[src/common/ice_settings.svh]
`ifndef ICE_SETTINGS_SVH
`define ICE_SETTINGS_SVH

// Clocks per UART bit
`define ICE_BAUD_DIV 8

// Response FIFO entries, power of two
`define ICE_FIFO_DEPTH 32

// Longest response frame in bytes
`define ICE_MAX_RESP 8

// Longest payload accepted from the host
`define ICE_MAX_LEN 4

// Slaves on the shared slave bus
`define ICE_NUM_SLAVES 2

// Version word returned by 'V'
`define ICE_VERSION 16'h0103

`endif

[src/common/ice_pkg.sv]
`default_nettype none

package ice_pkg;

	// One UART or bus byte
	typedef logic [7:0] ice_byte_t;

	// Host event id, echoed back
	typedef logic [7:0] evt_id_t;

	// Slave picked from the frame type
	typedef enum logic [1:0] {
		TGT_BASICS = 2'd0,
		TGT_GPIO   = 2'd1,
		TGT_NAK    = 2'd2
	} ice_target_e;

	// Master bus beat, 20 bits
	typedef struct packed {
		logic        valid;
		logic        last;
		ice_target_e target;
		evt_id_t     evt_id;
		ice_byte_t   data;
	} ma_bus_t;

	// Slave bus beat, 10 bits
	typedef struct packed {
		logic      valid;
		logic      last;
		ice_byte_t data;
	} sl_bus_t;

	// Frame parser states
	typedef enum logic [2:0] {
		IDLE,
		GET_ID,
		GET_LEN,
		PAYLOAD,
		WAIT_RESP,
		DRAIN
	} ctrl_state_e;

endpackage

`default_nettype wire

[src/ice_bus_controller/ice_bus_controller.sv]
`timescale 1ns/10ps
`default_nettype none

`include "ice_settings.svh"

module ice_bus_controller (
	input  wire                 clk,
	input  wire                 reset,
	input  wire                 rx_valid,
	input  ice_pkg::ice_byte_t  rx_data,
	output logic                tx_valid,
	output ice_pkg::ice_byte_t  tx_data,
	input  wire                 tx_empty,
	output ice_pkg::ma_bus_t    ma,
	input  wire [`ICE_NUM_SLAVES-1:0]  sl_arb_request,
	output logic [`ICE_NUM_SLAVES-1:0] sl_arb_grant,
	input  ice_pkg::sl_bus_t    sl [`ICE_NUM_SLAVES]
);

	localparam int CW = $clog2(`ICE_FIFO_DEPTH);

	ice_pkg::ctrl_state_e state;
	ice_pkg::ice_target_e tgt;
	ice_pkg::evt_id_t     id;
	ice_pkg::ice_byte_t   type_q;
	ice_pkg::ice_byte_t   remain;
	ice_pkg::sl_bus_t     sl_mux;
	logic fifo_room;
	logic resp_got, resp_done;
	logic first_beat, is_evt, beat_is_evt;

	slave_arbiter #(.N(`ICE_NUM_SLAVES)) arb0 (
		.clk(clk),
		.reset(reset),
		.request(sl_arb_request),
		.fifo_room(fifo_room),
		.grant(sl_arb_grant),
		.sl_in(sl),
		.sl(sl_mux)
	);

	// Frame type to slave
	function automatic ice_pkg::ice_target_e decode(input ice_pkg::ice_byte_t t);
		case (t)
			8'h56, 8'h53, 8'h47: decode = ice_pkg::TGT_BASICS;
			8'h67, 8'h65: decode = ice_pkg::TGT_GPIO;
			default: decode = ice_pkg::TGT_NAK;
		endcase
	endfunction

	function automatic ice_pkg::ma_bus_t beat(input logic last, input ice_pkg::ice_target_e t,
			input ice_pkg::evt_id_t i, input ice_pkg::ice_byte_t d);
		beat.valid = 1'b1;
		beat.last = last;
		beat.target = t;
		beat.evt_id = i;
		beat.data = d;
	endfunction

	// Unsolicited 'E' frames must not end the wait
	assign beat_is_evt = first_beat ? (sl_mux.data == 8'h45) : is_evt;
	assign resp_done = sl_mux.valid && sl_mux.last && !beat_is_evt;

	always_ff @(posedge clk) begin
		if (reset) begin
			state <= ice_pkg::IDLE;
			tgt <= ice_pkg::TGT_NAK;
			ma <= '0;
			resp_got <= 1'b0;
			first_beat <= 1'b1;
			is_evt <= 1'b0;
		end else begin
			ma <= '0;
			if (sl_mux.valid) begin
				first_beat <= sl_mux.last;
				is_evt <= beat_is_evt;
			end
			if (resp_done)
				resp_got <= 1'b1;
			case (state)
				ice_pkg::IDLE: if (rx_valid) begin
					tgt <= decode(rx_data);
					type_q <= rx_data;
					resp_got <= 1'b0;
					state <= ice_pkg::GET_ID;
				end
				ice_pkg::GET_ID: if (rx_valid) begin
					id <= rx_data;
					state <= ice_pkg::GET_LEN;
				end
				ice_pkg::GET_LEN: if (rx_valid) begin
					remain <= rx_data;
					// Header beat carries the type byte
					if (tgt == ice_pkg::TGT_NAK || rx_data > 8'(`ICE_MAX_LEN)) begin
						ma <= beat(1'b1, ice_pkg::TGT_NAK, id, type_q);
						state <= (rx_data == 8'd0) ? ice_pkg::WAIT_RESP : ice_pkg::DRAIN;
					end else begin
						ma <= beat(rx_data == 8'd0, tgt, id, type_q);
						state <= (rx_data == 8'd0) ? ice_pkg::WAIT_RESP : ice_pkg::PAYLOAD;
					end
				end
				ice_pkg::PAYLOAD: if (rx_valid) begin
					ma <= beat(remain == 8'd1, tgt, id, rx_data);
					remain <= remain - 8'd1;
					if (remain == 8'd1)
						state <= ice_pkg::WAIT_RESP;
				end
				// Skip payload of a rejected frame
				ice_pkg::DRAIN: if (rx_valid) begin
					remain <= remain - 8'd1;
					if (remain == 8'd1)
						state <= ice_pkg::WAIT_RESP;
				end
				ice_pkg::WAIT_RESP: if (resp_got || resp_done)
					state <= ice_pkg::IDLE;
				default: state <= ice_pkg::IDLE;
			endcase
		end
	end

	// Response FIFO
	ice_pkg::ice_byte_t mem [`ICE_FIFO_DEPTH];
	logic [CW-1:0] wr_ptr, rd_ptr;
	logic [CW:0]   count;
	logic          fifo_rd;

	assign fifo_rd = tx_empty && !tx_valid && (count != '0);
	assign fifo_room = (count <= (CW + 1)'(`ICE_FIFO_DEPTH - `ICE_MAX_RESP));

	always_ff @(posedge clk) begin
		if (sl_mux.valid)
			mem[wr_ptr] <= sl_mux.data;
	end

	always_ff @(posedge clk) begin
		if (reset) begin
			wr_ptr <= '0;
			rd_ptr <= '0;
			count <= '0;
			tx_valid <= 1'b0;
		end else begin
			tx_valid <= fifo_rd;
			if (sl_mux.valid)
				wr_ptr <= wr_ptr + 1'b1;
			if (fifo_rd) begin
				tx_data <= mem[rd_ptr];
				rd_ptr <= rd_ptr + 1'b1;
			end
			count <= count + (CW + 1)'(sl_mux.valid) - (CW + 1)'(fifo_rd);
		end
	end

	// Arbiter room check keeps this from happening
	no_overflow: assert property (@(posedge clk) disable iff (reset)
		sl_mux.valid |-> (count != (CW + 1)'(`ICE_FIFO_DEPTH)));

endmodule

`default_nettype wire

[src/ice_bus_controller/slave_arbiter.sv]
`timescale 1ns/10ps
`default_nettype none

`include "ice_settings.svh"

module slave_arbiter #(
	parameter int N = `ICE_NUM_SLAVES
) (
	input  wire                clk,
	input  wire                reset,
	input  wire [N-1:0]        request,
	input  wire                fifo_room,
	output logic [N-1:0]       grant,
	input  ice_pkg::sl_bus_t   sl_in [N],
	output ice_pkg::sl_bus_t   sl
);

	logic [N-1:0] pick;

	// Lowest requesting index wins
	always_comb begin
		pick = '0;
		for (int i = N - 1; i >= 0; i--) begin
			if (request[i])
				pick = N'(1) << i;
		end
	end

	always_ff @(posedge clk) begin
		if (reset) begin
			grant <= '0;
		end else if (grant == '0) begin
			// Only when a whole response fits
			if (fifo_room)
				grant <= pick;
		end else if (sl.valid && sl.last) begin
			grant <= '0;
		end
	end

	// Granted slave owns the bus
	always_comb begin
		sl = '0;
		for (int i = 0; i < N; i++) begin
			if (grant[i])
				sl = sl_in[i];
		end
	end

	// Slaves keep requesting until their last beat
	grant_onehot: assert property (@(posedge clk) disable iff (reset)
		$onehot0(grant) && ((grant & ~request) == '0));

endmodule

`default_nettype wire

[src/source/basics_int.sv]
`timescale 1ns/10ps
`default_nettype none

`include "ice_settings.svh"

module basics_int (
	input  wire               clk,
	input  wire               reset,
	input  ice_pkg::ma_bus_t  ma,
	output logic              request,
	input  wire               grant,
	output ice_pkg::sl_bus_t  sl
);

	localparam logic [15:0] VERSION = `ICE_VERSION;

	ice_pkg::ice_byte_t settings [4];
	ice_pkg::ice_byte_t type_q, p0, p1;
	ice_pkg::ice_byte_t cur_type, cur_p0, cur_p1;
	ice_pkg::ice_byte_t r_status, r_len, r_p0, r_p1;
	ice_pkg::evt_id_t   r_id;
	logic [1:0] cnt;
	logic [2:0] idx;
	logic mine, sl_last;

	assign mine = ma.valid &&
		(ma.target == ice_pkg::TGT_BASICS || ma.target == ice_pkg::TGT_NAK);

	// Last beat may carry the byte being decoded
	assign cur_type = (cnt == 2'd0) ? ma.data : type_q;
	assign cur_p0 = (cnt == 2'd1) ? ma.data : p0;
	assign cur_p1 = (cnt == 2'd2) ? ma.data : p1;

	always_ff @(posedge clk) begin
		if (reset) begin
			request <= 1'b0;
			cnt <= 2'd0;
			idx <= 3'd0;
			for (int i = 0; i < 4; i++)
				settings[i] <= '0;
		end else begin
			if (mine) begin
				cnt <= ma.last ? 2'd0 : cnt + 2'(cnt != 2'd3);
				case (cnt)
					2'd0: type_q <= ma.data;
					2'd1: p0 <= ma.data;
					2'd2: p1 <= ma.data;
					default: ;
				endcase
				if (ma.last) begin
					request <= 1'b1;
					r_id <= ma.evt_id;
					r_status <= 8'h41;
					r_len <= 8'd0;
					if (ma.target == ice_pkg::TGT_NAK) begin
						r_status <= 8'h4e;
					end else if (cur_type == 8'h56) begin
						// Version, high byte first
						r_len <= 8'd2;
						r_p0 <= VERSION[15:8];
						r_p1 <= VERSION[7:0];
					end else if (cur_type == 8'h53) begin
						settings[cur_p0[1:0]] <= cur_p1;
					end else begin
						r_len <= 8'd1;
						r_p0 <= settings[cur_p0[1:0]];
					end
				end
			end
			if (grant) begin
				idx <= idx + 3'd1;
				if (sl_last) begin
					idx <= 3'd0;
					request <= 1'b0;
				end
			end
		end
	end

	// Status, id, length, then payload
	assign sl_last = ({5'd0, idx} == r_len + 8'd2);

	always_comb begin
		sl.valid = grant;
		sl.last = grant && sl_last;
		case (idx)
			3'd0: sl.data = r_status;
			3'd1: sl.data = r_id;
			3'd2: sl.data = r_len;
			3'd3: sl.data = r_p0;
			default: sl.data = r_p1;
		endcase
	end

endmodule

`default_nettype wire

[src/source/gpio_int.sv]
`timescale 1ns/10ps
`default_nettype none

module gpio_int (
	input  wire                clk,
	input  wire                reset,
	input  ice_pkg::ice_byte_t gpio_in,
	input  ice_pkg::ma_bus_t   ma,
	output logic               request,
	input  wire                grant,
	output ice_pkg::sl_bus_t   sl
);

	ice_pkg::ice_byte_t gpio_m, gpio_s, gpio_last;
	ice_pkg::ice_byte_t type_q, cur_type, r_len, r_p0, counter, len;
	ice_pkg::evt_id_t   r_id;
	logic cnt, rpt_en, cmd_pend, evt_pend;
	logic sel_evt, sel_evt_q, sl_last;
	logic [2:0] idx;

	assign cur_type = cnt ? type_q : ma.data;

	// Command first, event reports after
	assign sel_evt = (idx != 3'd0) ? sel_evt_q : !cmd_pend;
	assign len = sel_evt ? 8'd2 : r_len;
	assign sl_last = ({5'd0, idx} == len + 8'd2);
	assign request = cmd_pend || evt_pend;

	always_ff @(posedge clk) begin
		if (reset) begin
			gpio_m <= '0;
			gpio_s <= '0;
			gpio_last <= '0;
			rpt_en <= 1'b0;
			cmd_pend <= 1'b0;
			evt_pend <= 1'b0;
			counter <= '0;
			cnt <= 1'b0;
			idx <= 3'd0;
		end else begin
			gpio_m <= gpio_in;
			gpio_s <= gpio_m;
			if (ma.valid && ma.target == ice_pkg::TGT_GPIO) begin
				cnt <= !ma.last;
				if (!cnt)
					type_q <= ma.data;
				if (ma.last) begin
					cmd_pend <= 1'b1;
					r_id <= ma.evt_id;
					r_len <= 8'd0;
					if (cur_type == 8'h65) begin
						// Enable byte, payload beat
						rpt_en <= (ma.data != 8'd0);
					end else begin
						r_len <= 8'd1;
						r_p0 <= gpio_s;
					end
				end
			end
			if (grant) begin
				if (idx == 3'd0)
					sel_evt_q <= sel_evt;
				idx <= idx + 3'd1;
				if (sl_last) begin
					idx <= 3'd0;
					if (sel_evt) begin
						evt_pend <= 1'b0;
						// Wraps at 8 bits
						counter <= counter + 8'd1;
					end else begin
						cmd_pend <= 1'b0;
					end
				end
			end
			// Changes during a pending report merge into it
			if (gpio_s != gpio_last) begin
				gpio_last <= gpio_s;
				if (rpt_en)
					evt_pend <= 1'b1;
			end
		end
	end

	always_comb begin
		sl.valid = grant;
		sl.last = grant && sl_last;
		case (idx)
			3'd0: sl.data = sel_evt ? 8'h45 : 8'h41;
			3'd1: sl.data = sel_evt ? 8'h00 : r_id;
			3'd2: sl.data = len;
			3'd3: sl.data = sel_evt ? counter : r_p0;
			default: sl.data = gpio_last;
		endcase
	end

endmodule

`default_nettype wire

[src/source/ice_bus.sv]
`timescale 1ns/10ps
`default_nettype none

`include "ice_settings.svh"

module ice_bus (
	input  wire                clk,
	input  wire                reset,
	input  wire                uart_rx,
	output wire                uart_tx,
	input  ice_pkg::ice_byte_t gpio_in
);

	ice_pkg::ice_byte_t rx_data, tx_data;
	logic rx_valid, tx_valid, tx_empty;
	ice_pkg::ma_bus_t ma;
	ice_pkg::sl_bus_t sl_bus [`ICE_NUM_SLAVES];
	logic [`ICE_NUM_SLAVES-1:0] sl_arb_request, sl_arb_grant;

	// Host link
	uart u1 (
		.clk(clk),
		.reset(reset),
		.rx(uart_rx),
		.tx(uart_tx),
		.tx_valid(tx_valid),
		.tx_data(tx_data),
		.tx_empty(tx_empty),
		.rx_valid(rx_valid),
		.rx_data(rx_data)
	);

	ice_bus_controller ice1 (
		.clk(clk),
		.reset(reset),
		.rx_valid(rx_valid),
		.rx_data(rx_data),
		.tx_valid(tx_valid),
		.tx_data(tx_data),
		.tx_empty(tx_empty),
		.ma(ma),
		.sl_arb_request(sl_arb_request),
		.sl_arb_grant(sl_arb_grant),
		.sl(sl_bus)
	);

	// Slave 0, highest priority
	basics_int bi0 (
		.clk(clk),
		.reset(reset),
		.ma(ma),
		.request(sl_arb_request[0]),
		.grant(sl_arb_grant[0]),
		.sl(sl_bus[0])
	);

	gpio_int gi1 (
		.clk(clk),
		.reset(reset),
		.gpio_in(gpio_in),
		.ma(ma),
		.request(sl_arb_request[1]),
		.grant(sl_arb_grant[1]),
		.sl(sl_bus[1])
	);

endmodule

`default_nettype wire

[src/source/uart.sv]
`timescale 1ns/10ps
`default_nettype none

`include "ice_settings.svh"

module uart (
	input  wire              clk,
	input  wire              reset,
	input  wire              rx,
	output logic             tx,
	input  wire              tx_valid,
	input  ice_pkg::ice_byte_t tx_data,
	output logic             tx_empty,
	output logic             rx_valid,
	output ice_pkg::ice_byte_t rx_data
);

	localparam int DIV = `ICE_BAUD_DIV;

	// Receiver
	logic       rx_m, rx_s;
	logic       rx_busy;
	logic [3:0] rx_bit;
	logic [15:0] rx_cnt;
	ice_pkg::ice_byte_t rx_sh;

	always_ff @(posedge clk) begin
		if (reset) begin
			rx_m <= 1'b1;
			rx_s <= 1'b1;
			rx_busy <= 1'b0;
			rx_bit <= 4'd0;
			rx_cnt <= 16'd0;
			rx_valid <= 1'b0;
		end else begin
			// Two-flop synchronizer, line idles high
			rx_m <= rx;
			rx_s <= rx_m;
			rx_valid <= 1'b0;
			if (!rx_busy) begin
				// Start edge, first sample lands mid start bit
				if (!rx_s) begin
					rx_busy <= 1'b1;
					rx_bit <= 4'd0;
					rx_cnt <= 16'(DIV / 2 - 1);
				end
			end else if (rx_cnt != 16'd0) begin
				rx_cnt <= rx_cnt - 16'd1;
			end else begin
				rx_cnt <= 16'(DIV - 1);
				rx_bit <= rx_bit + 4'd1;
				if (rx_bit == 4'd0) begin
					// Glitch, not a real start bit
					if (rx_s)
						rx_busy <= 1'b0;
				end else if (rx_bit == 4'd9) begin
					// Bad stop bit drops the byte
					rx_busy <= 1'b0;
					rx_valid <= rx_s;
				end else begin
					rx_sh <= {rx_s, rx_sh[7:1]};
				end
			end
		end
	end

	assign rx_data = rx_sh;

	// Transmitter
	logic [9:0]  tx_sh;
	logic [3:0]  tx_bits;
	logic [15:0] tx_cnt;

	always_ff @(posedge clk) begin
		if (reset) begin
			tx_sh <= 10'h3ff;
			tx_bits <= 4'd0;
			tx_cnt <= 16'd0;
		end else if (tx_valid) begin
			// Stop, data LSB first, start
			tx_sh <= {1'b1, tx_data, 1'b0};
			tx_bits <= 4'd10;
			tx_cnt <= 16'(DIV - 1);
		end else if (tx_bits != 4'd0) begin
			if (tx_cnt != 16'd0) begin
				tx_cnt <= tx_cnt - 16'd1;
			end else begin
				tx_cnt <= 16'(DIV - 1);
				tx_sh <= {1'b1, tx_sh[9:1]};
				tx_bits <= tx_bits - 4'd1;
			end
		end
	end

	assign tx = tx_sh[0];
	assign tx_empty = (tx_bits == 4'd0);

	// Controller must wait for the shifter to drain
	tx_only_when_empty: assert property (@(posedge clk) disable iff (reset)
		tx_valid |-> tx_empty);

endmodule

`default_nettype wire

[config.mk]
export PLATFORM = sky130hd
export DESIGN_NAME = ice_bus
export DESIGN_NICKNAME = d
export VERILOG_FILES = /design/src/common/ice_pkg.sv /design/src/ice_bus_controller/ice_bus_controller.sv /design/src/ice_bus_controller/slave_arbiter.sv /design/src/source/basics_int.sv /design/src/source/gpio_int.sv /design/src/source/ice_bus.sv /design/src/source/uart.sv
export VERILOG_INCLUDE_DIRS = /design/src /design/src/common
export SDC_FILE = /design/constraint.sdc
export NUM_CORES = 1
export LEC_CHECK = 0
export CORE_MARGIN = 4
export CORE_UTILIZATION = 26
export CTS_CLUSTER_SIZE = 10
export DETAILED_ROUTE_END_ITERATION = 8
export DONT_BUFFER_PORTS = 1
export PLACE_DENSITY_LB_ADDON = 0.3
export RECOVER_POWER = 50
export SLEW_MARGIN = 5
export SYNTH_ARGS = -nofsm -noshare
export SYNTH_HDL_FRONTEND = slang
export SYNTH_SLANG_ARGS = --single-unit
[constraint.sdc]
create_clock -name clk -period 6.59 [get_ports clk]
set_clock_uncertainty 0.05 [all_clocks]
set_input_delay 0.3295 -clock clk [delete_from_list [all_inputs] [get_ports clk]]
set_output_delay 0.3295 -clock clk [all_outputs]
set_load 0.02 [all_outputs]
# After elaboration in Yosys (flattened, before gate mapping)
# Memories as Yosys holds them, arrays and structs flattened. A register that Yosys moved wholly into a read port is not among the register bits.
# Cells that the tools add are included.
dict set report classes {
  n_addsub 15
  mul 0
  div_mod_pow 0
  order_cmp 2
  eq_ne 42
  shifts 0
  muxes 95
  bitwise_logic 8
  n_reduce_logical 61
}
# operator n
set ops {}
lappend ops {{$eq A8 B7 Y1 const B} 9}
lappend ops {{$mux W8} 9}
lappend ops {{$mux W16} 4}
lappend ops {{$pmux W8 S4} 2}
lappend ops {{$mux W20} 2}
lappend ops {{$pmux W20 S2} 1}
lappend ops {{$mux W1} 39}
lappend ops {{$mux W3} 13}
lappend ops {{$reduce_bool A16 Y1} 2}
lappend ops {{$sub A16 B1 Y16 const B} 2}
lappend ops {{$mux W4} 7}
lappend ops {{$mux W9} 3}
lappend ops {{$reduce_and A3 Y1} 7}
lappend ops {{$mux W10} 2}
lappend ops {{$mux W19} 1}
lappend ops {{$eq A3 B2 Y1 const B} 6}
lappend ops {{$mux W2} 9}
lappend ops {{$add A8 B2 Y8 const B} 2}
lappend ops {{$eq A3 B8 Y1} 2}
lappend ops {{$pmux W8 S2} 1}
lappend ops {{$reduce_and A2 Y1} 8}
lappend ops {{$pmux W3 S5} 1}
lappend ops {{$ne A2 B2 Y1 const B} 7}
lappend ops {{$add A5 B1 Y5 const B} 2}
lappend ops {{other kinds (39)} 82}
dict set report totals {
  register_bits 252
  latchBits 0
  ramBits 288
  mem_bits_ro 0
  in_bits 11
  out_inout_bits 1
  elab_cells 279
  mem_count 2
}
# name words width read_ports rd_clocked_by_memory_dff write_ports line_no
set mem_list {}
lappend mem_list {ice1.mem 32 8 1 1 1 ice_bus_controller.sv:122} ;# ice_pkg::ice_byte_t mem [`ICE_FIFO_DEPTH];
lappend mem_list {bi0.settings 4 8 1 1 4 basics_int.sv:17} ;# ice_pkg::ice_byte_t settings [4];

# Logic depth before layout (Yosys ltp)
# Gate-level depths: netlist (run 1).
dict set report logic_depth {
  ltp_word 14
  ltp_mapped 16
  ltp_nobuf 15
}

# Hierarchy
# From an unflattened synthesis (run 1), not the netlist that was laid out.
dict set report unflattened {
  hier_cells 1714
  hier_area_um2 22937.0
}
# mod n_inst cells_each area_per_inst_um2 seq_area_each_um2
set by_module_without_submodules {}
lappend by_module_without_submodules {ice_bus_controller 1 828 13304.0 9549.2}
lappend by_module_without_submodules {basics_int 1 265 3504.6 2222.1}
lappend by_module_without_submodules {gpio_int 1 268 2989.1 1561.5}
lappend by_module_without_submodules {uart 1 329 2932.8 1301.2}
lappend by_module_without_submodules {slave_arbiter 1 24 206.4 40.0}

# Least setup slack after synthesis (run 1)
# OpenSTA, ideal clock, no wires.
dict set report synth_timing {
  path_type {register -> register}
  startpoint {register gi1.idx[0]}
  endpoint {register ice1.resp_got}
  setup_time_ps 118
  arrival_ps 3494
  required_time_ps 6422
  slack_ps 2929
  path_stages_with_launch 10
  n_path_buf 0
  path_cell_list {dfxtp_1 inv_1 ha_1 nor3b_1 a21oi_2 mux2i_1 o21ai_0 nor4bb_1 nand3_1 o2111a_1}
}
# item line_no
set synth_rtl {}
lappend synth_rtl {{start: declaration} gpio_int.sv:19} ;# logic [2:0] idx;
lappend synth_rtl {{start signal: assignment} gpio_int.sv:63} ;# idx <= idx + 3'd1;
lappend synth_rtl {{end signal: assignment} ice_bus_controller.sv:69} ;# resp_got <= 1'b0;
lappend synth_rtl {{end signal: assignment} ice_bus_controller.sv:79} ;# resp_got <= 1'b1;
lappend synth_rtl {{end signal: assignment} ice_bus_controller.sv:84} ;# resp_got <= 1'b0;
lappend synth_rtl {{end: declaration} ice_bus_controller.sv:29} ;# logic resp_got, resp_done;

# Final worst setup path (run 1)
dict set report layout_timing {
  startpoint {register u1.tx_cnt[4]}
  endpoint {register u1.tx_cnt[9]}
}
dict set report layout_via {
  elab_chain_cells 2
}
# item line_no
set layout_rtl {}
lappend layout_rtl {{start: declaration} uart.sv:72} ;# logic [15:0] tx_cnt;
lappend layout_rtl {{start signal: assignment} uart.sv:83} ;# tx_cnt <= 16'(DIV - 1);
lappend layout_rtl {{start signal: assignment} uart.sv:86} ;# tx_cnt <= tx_cnt - 16'd1;
lappend layout_rtl {{start signal: assignment} uart.sv:88} ;# tx_cnt <= 16'(DIV - 1);
lappend layout_rtl {{$sub A16 B1 Y16 / $reduce_bool A16 Y1 (equally long branches)} {uart.sv:86, uart.sv:85}}
lappend layout_rtl {{$mux W16 *} uart.sv:85} ;# if (tx_cnt != 16'd0) begin
# Every way passes the cells marked *; elsewhere a longest branch is shown, timed or not.
# A chain may end at the register's enable or synchronous reset.

==> flow_summary.toml, run 1 <==
[critical_path]
crit_arrival_ns = 5.33
timing.rr.start = "u1.tx_cnt[4]"
path_common_cell = "or4_1"
critPathCapture = "u1.tx_cnt[9]"
worstSetupPathDepth = 5
worstPathCellList = "or4_1, or4_1, nor4b_1, or3_1, nor2_1"
end_kind = "register"
path_delay_family = "simple AND/OR/NAND/NOR gates"
path_max_fanout = 15
cpPeakStageDelay_ns = 2.59
reg2reg_slack_ns = 1.71
cp_num_buf_inv = 0
startpoint_type = "register"
timing.rr.end = "u1.tx_cnt[9]"
crit_type = "register to register"
rr_worst_depth = 5
crit_path_start = "u1.tx_cnt[4]"
cp_slowest_cell = "nor4b_1"
worstPathRequired_ns = 7.03

[yosys]
synth_cell_types = 70
synthAdderAreaFrac_pct = 2.19
synth-edff-count = 392
synth_compound_area_share_pct = 5.11
synth.avg_cell_area_um2 = 14.3
synthSimpleGateAreaFrac_pct = 10.9
synthMuxAreaShare_pct = 11.3
yosysTopAreaCell = "edfxtp_1"
synthCells = 1545
synthArstFlopShare_pct = 0
synth_seq_cells = 537
yosysSeqAreaShare_pct = 66.5
syn_area_um2 = 22100
synth_nets = 1594
synth-xor-area-share_pct = 1.98
ys.flop_type = "edfxtp_1"
netlist_top_cells_area = "edfxtp_1 (53%), dfxtp_1 (13%), mux4_2 (8.9%)"
synth_top_family_by_area = "multiplexers"
synth_top_area_share_pct = 53.3
yosys_warnings = 0

[global_route]
grt_max_degree = 97
grt-ovfl-total = 0
grt_pass1_vias = 12600
antenna_found_initial = 0
grtUsageTotal_pct = 10.9
grt_first_pass_wirelength_um = 76700

[sta]
final.setup.tns_ns = 0
whs_ns = 0.0314
min_period_ns = 4.88
worstMarginPinSlew_ns = 3.27
rsz0062_at_grt = "no"
finalHoldViolCount = 0
setup_violations = 0
drv_slew = 152
period_share_pct = 74.1
relSlewSlack_pct = -121
fmaxAchievable_mhz = 205

[clocking]
cts.sinks = 537
cts_tree = "done"
cts_buffers = 60
clk-insertion-delay-late_ns = 0.64
clockBufferDepth = 3
clk_pin_slew_worst_paths_ns = 0.06
h-tree-depth = 2
cts_root_buffer = "clkbuf_16"

[cells_and_area]
syn_to_final_growth_pct = 14.0
fin_nets = 1615
antenna_cells = 0
drive_gt1_share_pct = 12.2

[floorplan]
io_pins = 12
core_um2 = 84000
die_x_um = 299
start_util_pct = 26.3
die_h_um = 299
die-area_um2 = 89600
row_count = 106

[detailed_routing]
drtAntennaViolNets = 0
drtIter0Drc = 816
routed_via_density = 4.57
num_vias = 12500
drtPass1Iterations = 5
wire_per_inst_um = 18.0
wl_um = 49300
post-route-drc-count = 0

[pwr]
p_leak_nw = 7.85
powerDensity_nw_per_um2 = 330
peakVddDrop_mv = 0.225

[placement]
gp_congestion = 0.794
hpwl_um = 31600
port_buffers = 0

[outcome]
status = "finished with violations"
violations = "capacitance limit, slew limit"

[hold_path]
hold_class = "input port to register"

[flow_run]
cap_violations = 5
## registers in the layout, summed over array words and instances (netlist names), 9 cells and up
name and flops:
u1.tx_sh 9, ice1.ma 20, u1.tx_cnt 16, ice1.mem 256, bi0.settings 32, u1.rx_cnt 16
## stage by stage
stage	utilization, %	std cells	instance area (µm²)	setup slack (ns)	total power [mW]
6_report	30.0	2737	25200	1.71	8.32
4_1_cts	30.1	2737	25200	3.10	8.49
3_3_place_gp	27.8	2627	23300	3.18	5.35
5_1_grt	30.0	2737	25200	1.42	8.74
2_1_floorplan	-	1545	22100	2.93	5.08
3_5_place_dp	27.8	2627	23300	3.11	5.39
## placed cells by master, fill, tap and decap left out, types with 6 or more instances in the layout
cell,instances
nand3b_1,6
or3_1,16
a31oi_1,9
clkbuf_16,60
or4_1,8
or2_2,7
edfxtp_1,392
a211oi_1,7
a21oi_1,50
ha_1,37
dfxtp_1,143
and2_1,13
nor2b_1,34
nor4_1,12
nand2b_1,14
nor3b_1,8
nand2_1,95
clkbuf_1,39
inv_1,50
dlygate4sd3_1,10
buf_4,7
mux2_1,9
o211ai_1,6
nand3_1,19
xor2_1,19
nor2_1,179
mux2_2,15
o21ai_0,47
nor3_1,29
a22oi_1,17
and3_1,6
xnor2_1,31
mux4_2,87
nor4b_1,7
and2_0,8
mux2i_1,26
a311oi_1,6
nand4_1,12
## what timing repair did
| action | CTS | global route |
|---|---|---|
| endpoints found under the hold margin | 115 | 0 |
| setup buffers | 0 | 0 |
| hold buffers | 11 | 0 |
| gates resized for setup | 0 | 0 |
| setup endpoints to repair | 0 | 0 |
## power by group
group | internal, mW | switching [mW] | leakage [nW]
registers | 3.74 | 0.206 | 4.57
clock network | 1.75 | 1.31 | 0.838
logic | 0.655 | 0.660 | 2.44
## layout make-up
| class | instances | area, µm² |
|---|---|---|
| Clock buffer | 95 | 1650 |
| Clock inverter | 4 | 100 |
| Fill cell | 8300 | 58800 |
| Inverter | 53 | 199 |
| Multi-Input combinational cell | 890 | 6920 |
| Sequential cell | 537 | 14700 |
| Tap cell | 1134 | 1420 |
| Timing Repair Buffer | 24 | 203 |
## metal layers
layer / global-route usage, % / vias to the layer above / wire length [µm]
met4: 2.98 / 0 / 1020
met5: 0 / - / 0
met1: 15.1 / 6379 / 23000
li1: - / 5819 / -
met3: 1.80 / 67 / 1720
met2: 17.9 / 232 / 23600
## kinds of logic after synthesis
logic type	count (synthesis)
AND/OR/NAND/NOR	486
XOR/XNOR	50
multiplexers	137
AO/OA/AOI/OAI	179
flip-flops	537
buffers and inverters	118
adder cells (fa/ha/maj)	38
## how the worst min path moves through the flow
stage / cells past startpoint / slack, ns / startpoint / endpoint
after floorplan: 1 / 0.34 / u1.rx_m / u1.rx_s
after global placement: 1 / 0.35 / u1.rx_m / u1.rx_s
after detailed placement: 1 / 0.35 / u1.rx_m / u1.rx_s
after CTS: 2 / 0.03 / reset / bi0.p0[0]
after global routing: 1 / 0.06 / reset / gi1.r_id[2]
final: 2 / 0.03 / reset / gi1.gpio_s[7]
## synthesized netlist by cell type, types with 24 or more instances
| library cell | count |
|---|---|
| edfxtp_1 | 392 |
| dfxtp_1 | 145 |
| nor3_1 | 29 |
| nor2_1 | 178 |
| xnor2_1 | 31 |
| a21oi_1 | 49 |
| clkbuf_1 | 47 |
| mux2i_1 | 26 |
| o21ai_0 | 47 |
| nand2_1 | 95 |
| mux2_2 | 24 |
| nor2b_1 | 34 |
| ha_1 | 37 |
| mux4_2 | 87 |
| inv_1 | 50 |
Power figures use the tool's default switching activity.
==> inputs of run 2 (changes only) <==
- clock period: 6.59 -> 4.05 ns (I/O delays scaled with it)
==> flow_summary.toml, run 2 (synthesis gave the netlist of run 1 again) <==
[sta]
rsz0062_at_grt = "no"
relSlewSlack_pct = -1.47
period_share_pct = 85.6
finalHoldViolCount = 0
finalWorstSetupSlack_ns = 0.583
fmaxAchievable_mhz = 288
final.setup.tns_ns = 0
drv_slew = 47
worstMarginPinSlew_ns = 1.52
setup_violations = 0
min_period_ns = 3.47

[cells_and_area]
fill_cells = 8326
utilization_pct = 30.1
final_cell_count_no_fill = 2756
antenna_cells = 0
layout_commonest_cell = "edfxtp_1"
final_cell_mix = "edfxtp_1 (392), nor2_1 (179), dfxtp_1 (143), nand2_1 (95), mux4_2 (87)"
drive_gt1_share_pct = 12.3
largest_register = "ice1.mem"
largest_register_ffs = 256
reg_top3 = "ice1.mem (256), bi0.settings (32), ice1.ma (20)"
fin_nets = 1624
syn_to_final_growth_pct = 14.6

[critical_path]
crit_type = "register to register"
crit_arrival_ns = 3.72
rr_worst_depth = 7
path_max_fanout = 32
cpPeakStageDelay_ns = 0.69
reg2reg_slack_ns = 0.58
worstPathRequired_ns = 4.31
worstPathCellList = "inv_1, ha_1, nor3b_1, a21oi_1, mux2i_1, o21ai_0, clkbuf_2"
cp_num_buf_inv = 2
worstSetupPathDepth = 7
end_kind = "register"
cp_slowest_cell = "a21oi_1"
path_delay_family = "compound AO/OA/AOI/OAI gates"
startpoint_type = "register"

[detailed_routing]
wl_um = 47500
drtPass1Iterations = 6
post-route-drc-count = 0
num_vias = 12400
wire_per_inst_um = 17.2
drtIter0Drc = 827
drtAntennaViolNets = 0
routed_via_density = 4.51

[global_route]
grt-ovfl-total = 0
grt_first_pass_wirelength_um = 74700
grt_max_degree = 103
antenna_found_initial = 1
grt_util_met1_pct = 14.3
grtUsageTotal_pct = 10.6
grtUsageMet2_pct = 16.9
grt_util_met3_pct = 2.06
grt_pass1_vias = 12800
grt.busiest_layer = "met2"

[placement]
hpwl_um = 30300
dpl_worst_slack_ns = 0.936
port_buffers = 0
gp_congestion = 0.852
dp.cells = 2633

[pwr]
p_seq_share_pct = 46.3
sw_frac_of_total_pct = 26.2
p_comb_share_pct = 17.4
p_switching_mw = 3.54
total_power_mw = 13.5
p_leak_nw = 7.90
cellInternalPower_mw = 9.99
power.share.clock_pct = 36.4
peakVddDrop_mv = 0.353
powerDensity_nw_per_um2 = 535

[clocking]
clk-insertion-delay-late_ns = 0.64
clk_pin_slew_worst_paths_ns = 0.06
cts_tree = "done"
cts_buffers = 60
cts_root_buffer = "clkbuf_16"
h-tree-depth = 2
cts.sinks = 537
clockBufferDepth = 3

[floorplan]
die_h_um = 299
core_um2 = 84000
row_count = 106
start_util_pct = 26.3
die_x_um = 299
die-area_um2 = 89600
io_pins = 12

[hold_path]
whs_path_depth = 2
hold_class = "input port to register"

[outcome]
status = "finished with violations"
violations = "slew limit"

[flow_run]
cap_violations = 0
-- run 2: cell count changes in the layout (fill, tap and decap cells not counted), sizes merged --
cell	previous run	this run
buf	8	13
inv	52	50
dlygate4sd3	10	13
bufinv	1	0
clkbuf	101	111
clkinv	4	8
-- run 2: power by group through the flow --
| stage | sequential (mW) | clock, mW | combinational, mW |
|---|---|---|---|
| 4_1_cts | 6.27 | 5.08 | 2.49 |
| 2_1_floorplan | 6.32 | 0 | 1.94 |
| 6_report | 6.26 | 4.92 | 2.35 |
| 3_3_place_gp | 6.37 | 0 | 2.42 |
| 5_1_grt | 6.29 | 5.32 | 2.65 |
| 3_5_place_dp | 6.38 | 0 | 2.45 |
-- run 2: routing by layer --
layer	up-vias	share of wire [%]
met5	-	0.019
met4	2	3.5
met1	6227	46
met2	254	47
li1	5842	-
met3	102	4.4
-- run 2: worst paths after layout --
check                                start                  to
worst max-delay path            gi1.idx[0]     ice1.mem[16][6]
worst min-delay path                 reset  bi0.settings[3][2]
worst max register to register  gi1.idx[0]     ice1.mem[16][6]
worst min register to register     u1.rx_m             u1.rx_s
-- run 2: timing repair --
action / 4_1_cts / 5_1_grt
gates resized for setup: 0 / 0
setup endpoints to repair: 0 / 0
hold endpoints to repair: 193 / 0
buffers inserted: 0 / 0
hold buffers: 14 / 0
-- run 2: area by class of cell --
| type | instances | area, µm² | share of cell area, % |
|---|---|---|---|
| clock buffers | 104 | 1690 | 6.67 |
| clock inverters | 5 | 85.1 | 0.336 |
| inverters | 53 | 199 | 0.787 |
| multi-input cells | 890 | 6930 | 27.4 |
| flip-flops and latches | 537 | 14700 | 58.0 |
| well taps | 1134 | 1420 | 5.61 |
| repair buffers | 33 | 292 | 1.15 |
-- run 2: stage by stage --
step                instance area, µm²  hold slack (ns)
floorplan                        22100            0.256
global placement                 23400            0.234
detailed placement               23400            0.234
CTS                              25300           0.0153
global route                     25300           0.0641
finish                           25300           0.0513
